`config.mk`:
```
export PLATFORM = sky130hd
export DESIGN_NAME = mem_bus_top
export DESIGN_NICKNAME = d
export VERILOG_FILES = /design/src/logic/axi_pkg.sv /design/src/logic/line_req_pkg.sv /design/src/logic/axi_line_master.sv /design/src/logic/line_arbiter.sv /design/src/logic/mem_bus_top.sv
export SDC_FILE = /design/constraint.sdc
export NUM_CORES = 1
export LEC_CHECK = 0
export BUFFER_PORTS_ARGS = -buffer_cell sky130_fd_sc_hd__buf_2
export CAP_MARGIN = 20
export CORE_AREA = 2 2 440 442
export CTS_BUF_LIST = sky130_fd_sc_hd__clkbuf_16
export DETAILED_ROUTE_END_ITERATION = 8
export DIE_AREA = 0 0 442 444
export PLACE_DENSITY = 0.43
export SLEW_MARGIN = 30
export SYNTH_ARGS = -nofsm -noshare
export SYNTH_HDL_FRONTEND = slang
export SYNTH_SLANG_ARGS = --single-unit
```
`constraint.sdc`:
```
create_clock -name i_aclk -period 11.6 [get_ports i_aclk]
set_input_delay 2.32 -clock i_aclk [delete_from_list [all_inputs] [get_ports i_aclk]]
set_output_delay 2.32 -clock i_aclk [all_outputs]
set_load 0.02 [all_outputs]
```
`src/logic/axi_pkg.sv`:
```
// AXI4 widths, channel payload structs and encodings shared by the line master and the memory model
`default_nettype none

package axi_pkg;

  // ----------------------------------------
  // bus widths
  // ----------------------------------------
  localparam int AXI_ADDR_W         = 32;
  localparam int AXI_DATA_W         = 64;
  localparam int AXI_STRB_W         = AXI_DATA_W / 8;
  localparam int AXI_BEATS_PER_LINE = 4;         // one 256-bit line per burst

  typedef logic [AXI_ADDR_W-1:0] axi_addr_t;
  typedef logic [AXI_DATA_W-1:0] axi_data_t;
  typedef logic [AXI_STRB_W-1:0] axi_strb_t;

  // ----------------------------------------
  // encodings
  // ----------------------------------------
  typedef enum logic [1:0] {
    FIXED = 2'b00,
    INCR  = 2'b01,                              // the only burst type in use
    WRAP  = 2'b10
  } axi_burst_e;

  typedef enum logic [1:0] {
    OKAY   = 2'b00,
    EXOKAY = 2'b01,
    SLVERR = 2'b10,
    DECERR = 2'b11
  } axi_resp_e;

  localparam logic [2:0] AXI_SIZE_8B              = 3'd3;    // 8 bytes per beat
  localparam logic [3:0] AXI_CACHE_NONE           = 4'b0000;
  localparam logic [2:0] AXI_PROT_DATA_SEC_UNPRIV = 3'b000;

  // ----------------------------------------
  // channel payloads
  // ----------------------------------------
  typedef struct packed {
    axi_addr_t  addr;
    logic [7:0] len;                             // beats minus one
    logic [2:0] size;
    axi_burst_e burst;
    logic [3:0] cache;
    logic [2:0] prot;
  } axi_ax_t;

  typedef axi_ax_t axi_aw_t;                     // same layout on both address channels
  typedef axi_ax_t axi_ar_t;

  typedef struct packed {
    axi_data_t data;
    axi_strb_t strb;
    logic      last;
  } axi_w_t;

  typedef struct packed {
    axi_data_t data;
    axi_resp_e resp;
    logic      last;
  } axi_r_t;

endpackage

`default_nettype wire

```
`src/logic/line_req_pkg.sv`:
```
// cache-side line request and response types used between the requesters, arbiter and master
`default_nettype none

package line_req_pkg;

  // ----------------------------------------
  // line geometry
  // ----------------------------------------
  localparam int LINE_BYTES    = 32;
  localparam int LINE_W        = LINE_BYTES * 8;
  localparam int LINE_OFFSET_W = 5;                        // byte offset inside a line
  localparam int LINE_ADDR_W   = 32 - LINE_OFFSET_W;       // byte address bits 31..5

  typedef logic [LINE_W-1:0]      line_t;
  typedef logic [LINE_ADDR_W-1:0] line_addr_t;
  typedef logic [LINE_BYTES-1:0]  line_mask_t;

  typedef enum logic {
    LINE_READ  = 1'b0,
    LINE_WRITE = 1'b1
  } line_op_e;

  typedef struct packed {
    line_op_e   op;
    line_addr_t addr;
    line_t      wdata;                         // ignored on reads
    line_mask_t mask;                          // one bit per byte of wdata
  } line_req_t;

  typedef struct packed {
    line_t rdata;
    logic  err;                                // any response other than OKAY
  } line_rsp_t;

  typedef enum logic {
    REQ_ICACHE = 1'b0,
    REQ_DCACHE = 1'b1
  } req_id_e;

endpackage

`default_nettype wire

```
`src/logic/axi_line_master.sv`:
```
// AXI4 master that runs one granted line request as a four-beat INCR read or write burst
`default_nettype none
`timescale 1ns/1ps

module axi_line_master (
  input  logic                    i_aclk,
  input  logic                    i_rst,
  input  logic                    i_req,
  input  line_req_pkg::line_req_t i_req_data,
  output logic                    o_done,
  output line_req_pkg::line_rsp_t o_rsp_data,
  output axi_pkg::axi_aw_t        o_aw,
  output logic                    o_awvalid,
  input  logic                    i_awready,
  output axi_pkg::axi_w_t         o_w,
  output logic                    o_wvalid,
  input  logic                    i_wready,
  input  axi_pkg::axi_resp_e      i_bresp,
  input  logic                    i_bvalid,
  output logic                    o_bready,
  output axi_pkg::axi_ar_t        o_ar,
  output logic                    o_arvalid,
  input  logic                    i_arready,
  input  axi_pkg::axi_r_t         i_r,
  input  logic                    i_rvalid,
  output logic                    o_rready
);
  import axi_pkg::*;
  import line_req_pkg::*;

  typedef enum logic [2:0] {
    ST_IDLE,
    ST_AR,
    ST_R,
    ST_AW,
    ST_W,
    ST_B
  } state_e;

  state_e     st_q;
  logic [1:0] beat_q;                            // beat index inside the burst
  logic       err_q;                             // sticky for the current line
  line_addr_t addr_q;
  line_t      buf_q;                             // write data out or read data in
  line_mask_t mask_q;
  axi_ax_t    line_ax;
  logic       aw_fire;
  logic       w_fire;
  logic       b_fire;
  logic       ar_fire;
  logic       r_fire;
  logic       last_beat;
  logic       accept;

  // ----------------------------------------
  // handshakes
  // ----------------------------------------
  assign aw_fire = o_awvalid & i_awready;
  assign w_fire  = o_wvalid & i_wready;
  assign b_fire  = o_bready & i_bvalid;
  assign ar_fire = o_arvalid & i_arready;
  assign r_fire  = o_rready & i_rvalid;

  assign accept    = (st_q == ST_IDLE) && i_req;
  assign last_beat = (beat_q == 2'(AXI_BEATS_PER_LINE - 1));

  assign o_arvalid = (st_q == ST_AR);
  assign o_rready  = (st_q == ST_R);
  assign o_awvalid = (st_q == ST_AW);
  assign o_wvalid  = (st_q == ST_W);
  assign o_bready  = (st_q == ST_B);

  // ----------------------------------------
  // channel payloads
  // ----------------------------------------
  assign line_ax = '{
    addr:  {addr_q, {LINE_OFFSET_W{1'b0}}},    // line aligned
    len:   8'(AXI_BEATS_PER_LINE - 1),
    size:  AXI_SIZE_8B,
    burst: INCR,
    cache: AXI_CACHE_NONE,
    prot:  AXI_PROT_DATA_SEC_UNPRIV
  };
  assign o_aw = line_ax;
  assign o_ar = line_ax;

  assign o_w = '{
    data: buf_q[beat_q*AXI_DATA_W +: AXI_DATA_W],
    strb: mask_q[beat_q*AXI_STRB_W +: AXI_STRB_W],
    last: last_beat
  };

  assign o_rsp_data = '{rdata: buf_q, err: err_q};

  // ----------------------------------------
  // control
  // ----------------------------------------
  always_ff @(posedge i_aclk) begin
    if (i_rst) begin
      st_q   <= ST_IDLE;
      beat_q <= '0;
      err_q  <= 1'b0;
      o_done <= 1'b0;
    end else begin
      o_done <= (r_fire & i_r.last) | b_fire;  // one cycle after the last handshake
      case (st_q)
        ST_IDLE: begin
          if (i_req) begin
            st_q   <= (i_req_data.op == LINE_WRITE) ? ST_AW : ST_AR;
            beat_q <= '0;
            err_q  <= 1'b0;
          end
        end
        ST_AR: begin
          if (ar_fire) st_q <= ST_R;
        end
        ST_R: begin
          if (r_fire) begin
            beat_q <= beat_q + 2'd1;
            if (i_r.resp != OKAY) err_q <= 1'b1;
            if (i_r.last) st_q <= ST_IDLE;
          end
        end
        ST_AW: begin
          if (aw_fire) st_q <= ST_W;
        end
        ST_W: begin
          if (w_fire) begin
            beat_q <= beat_q + 2'd1;
            if (last_beat) st_q <= ST_B;
          end
        end
        ST_B: begin
          if (b_fire) begin
            if (i_bresp != OKAY) err_q <= 1'b1;
            st_q <= ST_IDLE;
          end
        end
        default: st_q <= ST_IDLE;
      endcase
    end
  end

  // line buffer
  always_ff @(posedge i_aclk) begin
    if (accept) begin
      addr_q <= i_req_data.addr;
      buf_q  <= i_req_data.wdata;
      mask_q <= i_req_data.mask;
    end else if (r_fire) begin
      buf_q[beat_q*AXI_DATA_W +: AXI_DATA_W] <= i_r.data;  // beat k fills bits 64k+63..64k
    end
  end

  // ----------------------------------------
  // checks
  // ----------------------------------------
  a_aw_stable: assert property (@(posedge i_aclk) disable iff (i_rst)
    o_awvalid && !i_awready |=> o_awvalid && $stable(o_aw));
  a_w_stable: assert property (@(posedge i_aclk) disable iff (i_rst)
    o_wvalid && !i_wready |=> o_wvalid && $stable(o_w));
  a_ar_stable: assert property (@(posedge i_aclk) disable iff (i_rst)
    o_arvalid && !i_arready |=> o_arvalid && $stable(o_ar));
  a_rlast_fourth: assert property (@(posedge i_aclk) disable iff (i_rst)
    r_fire |-> (i_r.last == last_beat));

endmodule

`default_nettype wire

```
`src/logic/line_arbiter.sv`:
```
// round-robin arbiter that latches both requesters' line strobes and hands one at a time to the master
`default_nettype none
`timescale 1ns/1ps

module line_arbiter (
  input  logic                     i_aclk,
  input  logic                     i_rst,
  input  logic                     i_ic_req,
  input  line_req_pkg::line_addr_t i_ic_addr,
  input  logic                     i_dc_req,
  input  line_req_pkg::line_req_t  i_dc_req_data,
  output logic                     o_mst_req,
  output line_req_pkg::line_req_t  o_mst_req_data,
  input  logic                     i_done,
  input  line_req_pkg::line_rsp_t  i_rsp_data,
  output logic                     o_ic_rsp,
  output line_req_pkg::line_rsp_t  o_ic_rsp_data,
  output logic                     o_dc_rsp,
  output line_req_pkg::line_rsp_t  o_dc_rsp_data
);
  import line_req_pkg::*;

  logic       ic_pend_q;
  logic       dc_pend_q;
  line_addr_t ic_addr_q;
  line_req_t  dc_req_q;
  line_req_t  ic_line_req;
  req_id_e    last_q;                              // port granted most recently
  logic [1:0] own_q;                               // one-hot owner, zero when free
  logic       busy;
  req_id_e    pick;

  assign busy = |own_q;

  // the other port wins a tie
  assign pick = (ic_pend_q && dc_pend_q) ? ((last_q == REQ_ICACHE) ? REQ_DCACHE : REQ_ICACHE)
              : (ic_pend_q ? REQ_ICACHE : REQ_DCACHE);

  assign ic_line_req = '{op: LINE_READ, addr: ic_addr_q, wdata: '0, mask: '0};

  assign o_mst_req_data = own_q[REQ_DCACHE] ? dc_req_q : ic_line_req;

  // ----------------------------------------
  // response routing
  // ----------------------------------------
  assign o_ic_rsp      = i_done & own_q[REQ_ICACHE];
  assign o_dc_rsp      = i_done & own_q[REQ_DCACHE];
  assign o_ic_rsp_data = own_q[REQ_ICACHE] ? i_rsp_data : '0;
  assign o_dc_rsp_data = own_q[REQ_DCACHE] ? i_rsp_data : '0;

  always_ff @(posedge i_aclk) begin
    if (i_ic_req) begin
      ic_addr_q <= i_ic_addr;
    end
    if (i_dc_req) begin
      dc_req_q <= i_dc_req_data;
    end
  end

  always_ff @(posedge i_aclk) begin
    if (i_rst) begin
      ic_pend_q <= 1'b0;
      dc_pend_q <= 1'b0;
      last_q    <= REQ_DCACHE;                      // first tie goes to the icache
      own_q     <= '0;
      o_mst_req <= 1'b0;
    end else begin
      if (i_ic_req) ic_pend_q <= 1'b1;
      else if (o_ic_rsp) ic_pend_q <= 1'b0;
      if (i_dc_req) dc_pend_q <= 1'b1;
      else if (o_dc_rsp) dc_pend_q <= 1'b0;

      o_mst_req <= !busy && (ic_pend_q || dc_pend_q);
      if (!busy && (ic_pend_q || dc_pend_q)) begin
        own_q  <= (pick == REQ_ICACHE) ? 2'b01 : 2'b10;
        last_q <= pick;
      end else if (i_done) begin
        own_q <= '0;                                // free from the next cycle
      end
    end
  end

  // ----------------------------------------
  // checks
  // ----------------------------------------
  a_ic_no_overlap: assert property (@(posedge i_aclk) disable iff (i_rst)
    i_ic_req |-> !ic_pend_q);
  a_dc_no_overlap: assert property (@(posedge i_aclk) disable iff (i_rst)
    i_dc_req |-> !dc_pend_q);
  a_done_when_busy: assert property (@(posedge i_aclk) disable iff (i_rst)
    i_done |-> busy);

endmodule

`default_nettype wire

```
`src/logic/mem_bus_top.sv`:
```
// memory-side bus top joining the icache and dcache line ports to one AXI4 master port
`default_nettype none
`timescale 1ns/1ps

module mem_bus_top (
  input  logic                     i_aclk,
  input  logic                     i_rst,
  // instruction cache port
  input  logic                     i_ic_req,
  input  line_req_pkg::line_addr_t i_ic_addr,
  output logic                     o_ic_rsp,
  output line_req_pkg::line_rsp_t  o_ic_rsp_data,
  // data cache port
  input  logic                     i_dc_req,
  input  line_req_pkg::line_req_t  i_dc_req_data,
  output logic                     o_dc_rsp,
  output line_req_pkg::line_rsp_t  o_dc_rsp_data,
  // AXI4 master port
  output axi_pkg::axi_aw_t         o_aw,
  output logic                     o_awvalid,
  input  logic                     i_awready,
  output axi_pkg::axi_w_t          o_w,
  output logic                     o_wvalid,
  input  logic                     i_wready,
  input  axi_pkg::axi_resp_e       i_bresp,
  input  logic                     i_bvalid,
  output logic                     o_bready,
  output axi_pkg::axi_ar_t         o_ar,
  output logic                     o_arvalid,
  input  logic                     i_arready,
  input  axi_pkg::axi_r_t          i_r,
  input  logic                     i_rvalid,
  output logic                     o_rready
);
  import line_req_pkg::*;

  logic      mst_req;                             // grant strobe to the master
  line_req_t mst_req_data;
  logic      mst_done;
  line_rsp_t mst_rsp_data;

  // ----------------------------------------
  // arbiter
  // ----------------------------------------
  line_arbiter arb0 (
    .i_aclk         (i_aclk),
    .i_rst          (i_rst),
    .i_ic_req       (i_ic_req),
    .i_ic_addr      (i_ic_addr),
    .i_dc_req       (i_dc_req),
    .i_dc_req_data  (i_dc_req_data),
    .o_mst_req      (mst_req),
    .o_mst_req_data (mst_req_data),
    .i_done         (mst_done),
    .i_rsp_data     (mst_rsp_data),
    .o_ic_rsp       (o_ic_rsp),
    .o_ic_rsp_data  (o_ic_rsp_data),
    .o_dc_rsp       (o_dc_rsp),
    .o_dc_rsp_data  (o_dc_rsp_data)
  );

  // ----------------------------------------
  // AXI master
  // ----------------------------------------
  axi_line_master mst0 (
    .i_aclk     (i_aclk),
    .i_rst      (i_rst),
    .i_req      (mst_req),
    .i_req_data (mst_req_data),
    .o_done     (mst_done),
    .o_rsp_data (mst_rsp_data),
    .o_aw       (o_aw),
    .o_awvalid  (o_awvalid),
    .i_awready  (i_awready),
    .o_w        (o_w),
    .o_wvalid   (o_wvalid),
    .i_wready   (i_wready),
    .i_bresp    (i_bresp),
    .i_bvalid   (i_bvalid),
    .o_bready   (o_bready),
    .o_ar       (o_ar),
    .o_arvalid  (o_arvalid),
    .i_arready  (i_arready),
    .i_r        (i_r),
    .i_rvalid   (i_rvalid),
    .o_rready   (o_rready)
  );

endmodule

`default_nettype wire

```
==> flow_summary_export.csv <==
group,metric,value,unit
outcome,status,"finished clean",
floorplanning,die-height,444,um
critical_path,worstPathRequired,9280,ps
min_path,hold_end,"mst0.buf_q[244]",
sta,slew_headroom,0.3214,
cells_and_area,finalNetCount,3325,
grt,gr-usage-met2,0.2780,
route,wl_per_cell,29.27,um
yosys,synth_seq_cells,671,
yosys,synth_top_area_share,0.6668,
place,portBuffers,1068,
yosys,synth-edff-count,658,
grt,grt_max_degree,186,
sta,maxSlewViolCount,0,
sta,period_needed,5698,ps
min_path,hold_class,"flip-flop to flip-flop",
sta,fmaxAchievable,0.1755,GHz
route,via_per_inst,3.912,
grt,grt_pass1_vias,21237,
sta,setup_viol,0,
yosys,yosysMostFrequentCell,"edfxtp_1",
cells_and_area,drive_gt1_frac,0.4476,
critical_path,timing.rr.end,"mst0.buf_q[220]",
place,place_hpwl,121200,um
yosys,synth_common_cells,"658 x edfxtp_1, 549 x and2_1, 192 x a22o_1",
grt,grt_pass1_wl,207300,um
sta,fin_crit_sh,0.4912,
yosys,avgSynthCellArea,15.66,um^2
grt,use_met1,0.1872,
route,antenna_left,0,
clock_network,root_buffer,"clkbuf_16",
sta,finalHoldViolCount,0,
grt,antenna_found_initial,64,
clock_network,clock_path_buffers,3,
sta,finClkSkew,40.57,ps
min_path,min_path_cells,1,
critical_path,cp_slowest_cell,"dfxtp_4",
power_and_ir_drop,leakagePower,0.01616,uW
cells_and_area,stdcell_count,5512,
yosys,yosysUniqueCellTypes,49,
critical_path,worstPathArrival,3380,ps
yosys,yosysTopAreaCell,"edfxtp_1",
route,vias,21562,
floorplanning,io_pins,1119,
yosys,synth_area_leaders,"edfxtp_1 67%, and2_1 12%, a22o_1 5.7%, mux4_2 5.5%, a32o_1 2.2%",
clock_network,cts_tree,"built",
floorplanning,rows,161,
grt,grtUsageTotal,0.1580,
clock_network,cts.sink_count,671,
grt,grt_util_met3,0.04005,
floorplanning,start_util,0.1547,
clock_network,cts_buffers,84,
critical_path,cp_slowest_stage_delay,650,ps
critical_path,crit_buf_inv,3,
place,routabilityCongestion,0.9160,
clock_network,ctsHoldBuffers,0,
route,drcViolationCount,0,
yosys,synth-async-reset-ratio,0,
grt,gr-total-overflow,0,
cells_and_area,area_growth,35.12,%
critical_path,path_cells,"buf_4 -> buf_6 -> mux4_2 -> buf_2",
yosys,syn_area,29630,um^2
clock_network,cts_resized,0,
floorplanning,die_area,196200,um^2
place,dp_cells,5337,
job,maxCapViolCount,0,
power_and_ir_drop,power_density,192.8,nW/um^2
critical_path,r2r_setup_slack,7250,ps
critical_path,worstReg2RegStart,"mst0.beat_q[1]",
grt,busiest_layer,"met2",
yosys,synth_ff_type,"edfxtp_1",
floorplanning,coreArea,191600,um^2
sta,tns,0,ps
power_and_ir_drop,ir_worst_vdd,0.00009646,V
yosys,ys_seq_area_frac,0.6756,
clock_network,clock_latency,720,ps
clock_network,post-cts-setup-buffer-count,0,
min_path,hp-start,"arb0.dc_req_q[276]",
critical_path,cp-end-kind,"output port",
critical_path,cp-start-kind,"flip-flop",
critical_path,crit_family,"buffers and inverters",
sta,tightestPinTransition,1018,ps
route,drtIter0Drc,1828,
floorplanning,die_x,442,um
route,drt_pass1_iterations,6,
critical_path,rr_worst_depth,6,
sta,rsz0062_at_grt,"false",
yosys,netlist_instances,1892,
yosys,yosys_warnings,0,
critical_path,critPathKind,"flip-flop to output port",
critical_path,worst-path-max-fanout,39,
route,finalWirelength,161400,um
clock_network,h-tree-depth,3,
clock_network,clk_pin_slew,60,ps
[power by group]
part | switching (uW) | internal [uW]
clock network | 1150 | 1430
logic | 1100 | 540
registers | 432 | 3070
total | 2680 | 5040
[layer usage]
layer / routed length, um / up-vias
met5: 53 / -
li1: - / 9117
met3: 10950 / 197
met2: 82430 / 1052
met4: 4239 / 10
met1: 63690 / 11186
[sequential cells by signal, summed over array words and instances, names as in the netlist, 2 cells and up]
signal	cells
arb0.dc_req_q	316
arb0.ic_addr_q	27
arb0.own_q	2
mst0.addr_q	27
mst0.beat_q	2
mst0.buf_q	256
mst0.mask_q	32
mst0.st_q	3
[how the worst max path moves through the flow]
stage	slack [ps]	from	cells past startpoint	end
finish	5900	mst0.beat_q[0]	4	o_w[30]
CTS	5680	mst0.beat_q[0]	4	o_w[45]
global route	5600	mst0.beat_q[0]	4	o_w[30]
global placement	6290	mst0.beat_q[0]	4	o_w[46]
detailed placement	6400	i_dc_req	3	arb0.dc_req_q[158]
floorplan	7180	mst0.st_q[2]	4	mst0.buf_q[0]
[worst reg2reg max path, stage by stage (launching register included)]
cell	delay, ps
dfxtp_4	760
buf_4	840
inv_1	210
ha_1	440
and4b_4	770
buf_4	790
a22o_1	360
[cell families after synthesis]
group,share of synthesized area
AOI/OAI and AO/OA,0.08656
muxes,0.06532
buffers and inverters,0.04666
and+or+nand+nor,0.1235
DFF,0.6756
other,0.0002534
adders and majority gates,0.002111
[per-stage QoR]
step | total power [uW] | cell area, um^2 | setup WS [ps] | utilization | hold WS (ps)
after floorplan | 4202 | 29810 | 7183 | - | 487.3
after global placement | 5232 | 37270 | 6294 | 0.1946 | 507.8
after detailed placement | 5233 | 37300 | 6397 | 0.1947 | 514.4
after CTS | 7866 | 39930 | 5679 | 0.2084 | 526.6
after global routing | 8016 | 39990 | 5605 | 0.2088 | 543.5
final | 7718 | 40040 | 5902 | 0.2090 | 524.7
[placed cells by master, fill, tap and decap left out, drive strengths merged, types with 2 or more instances in the layout]
master    netlist  layout
a211o           3       3
mux4           72      72
and2          549     549
nand3           2       2
nor3            2       2
a22o          192     192
nor2b           3       3
conb            2      50
diode           0      21
nor2           12      12
a2111oi         2       2
clkinv          0      35
nor4            2       2
a22oi           2       2
mux2           27      27
bufinv          0       4
nor4b           2       2
clkinvlp        0       5
inv            10      33
o2111ai         2       2
clkbuf         88      85
buf           138    1099
edfxtp        658     658
and3            2       2
a21o            4       4
a2bb2oi         2       2
dfxtp          13      13
nand2           6       6
ha              5       5
a32o           64      64
and4            2       2
o21ai           3       3
a21oi          11      11
[cell type report]
class | instances | area [um^2]
Fill cell | 20643 | 151500
Sequential cell | 671 | 20030
Multi-Input combinational cell | 1033 | 8461
Timing Repair Buffer | 1099 | 5660
Tap cell | 2526 | 3161
Clock buffer | 85 | 2127
Clock inverter | 67 | 506.7
Antenna cell | 21 | 52.55
Inverter | 10 | 37.54
No activity file was read; power rests on OpenSTA's default activity.
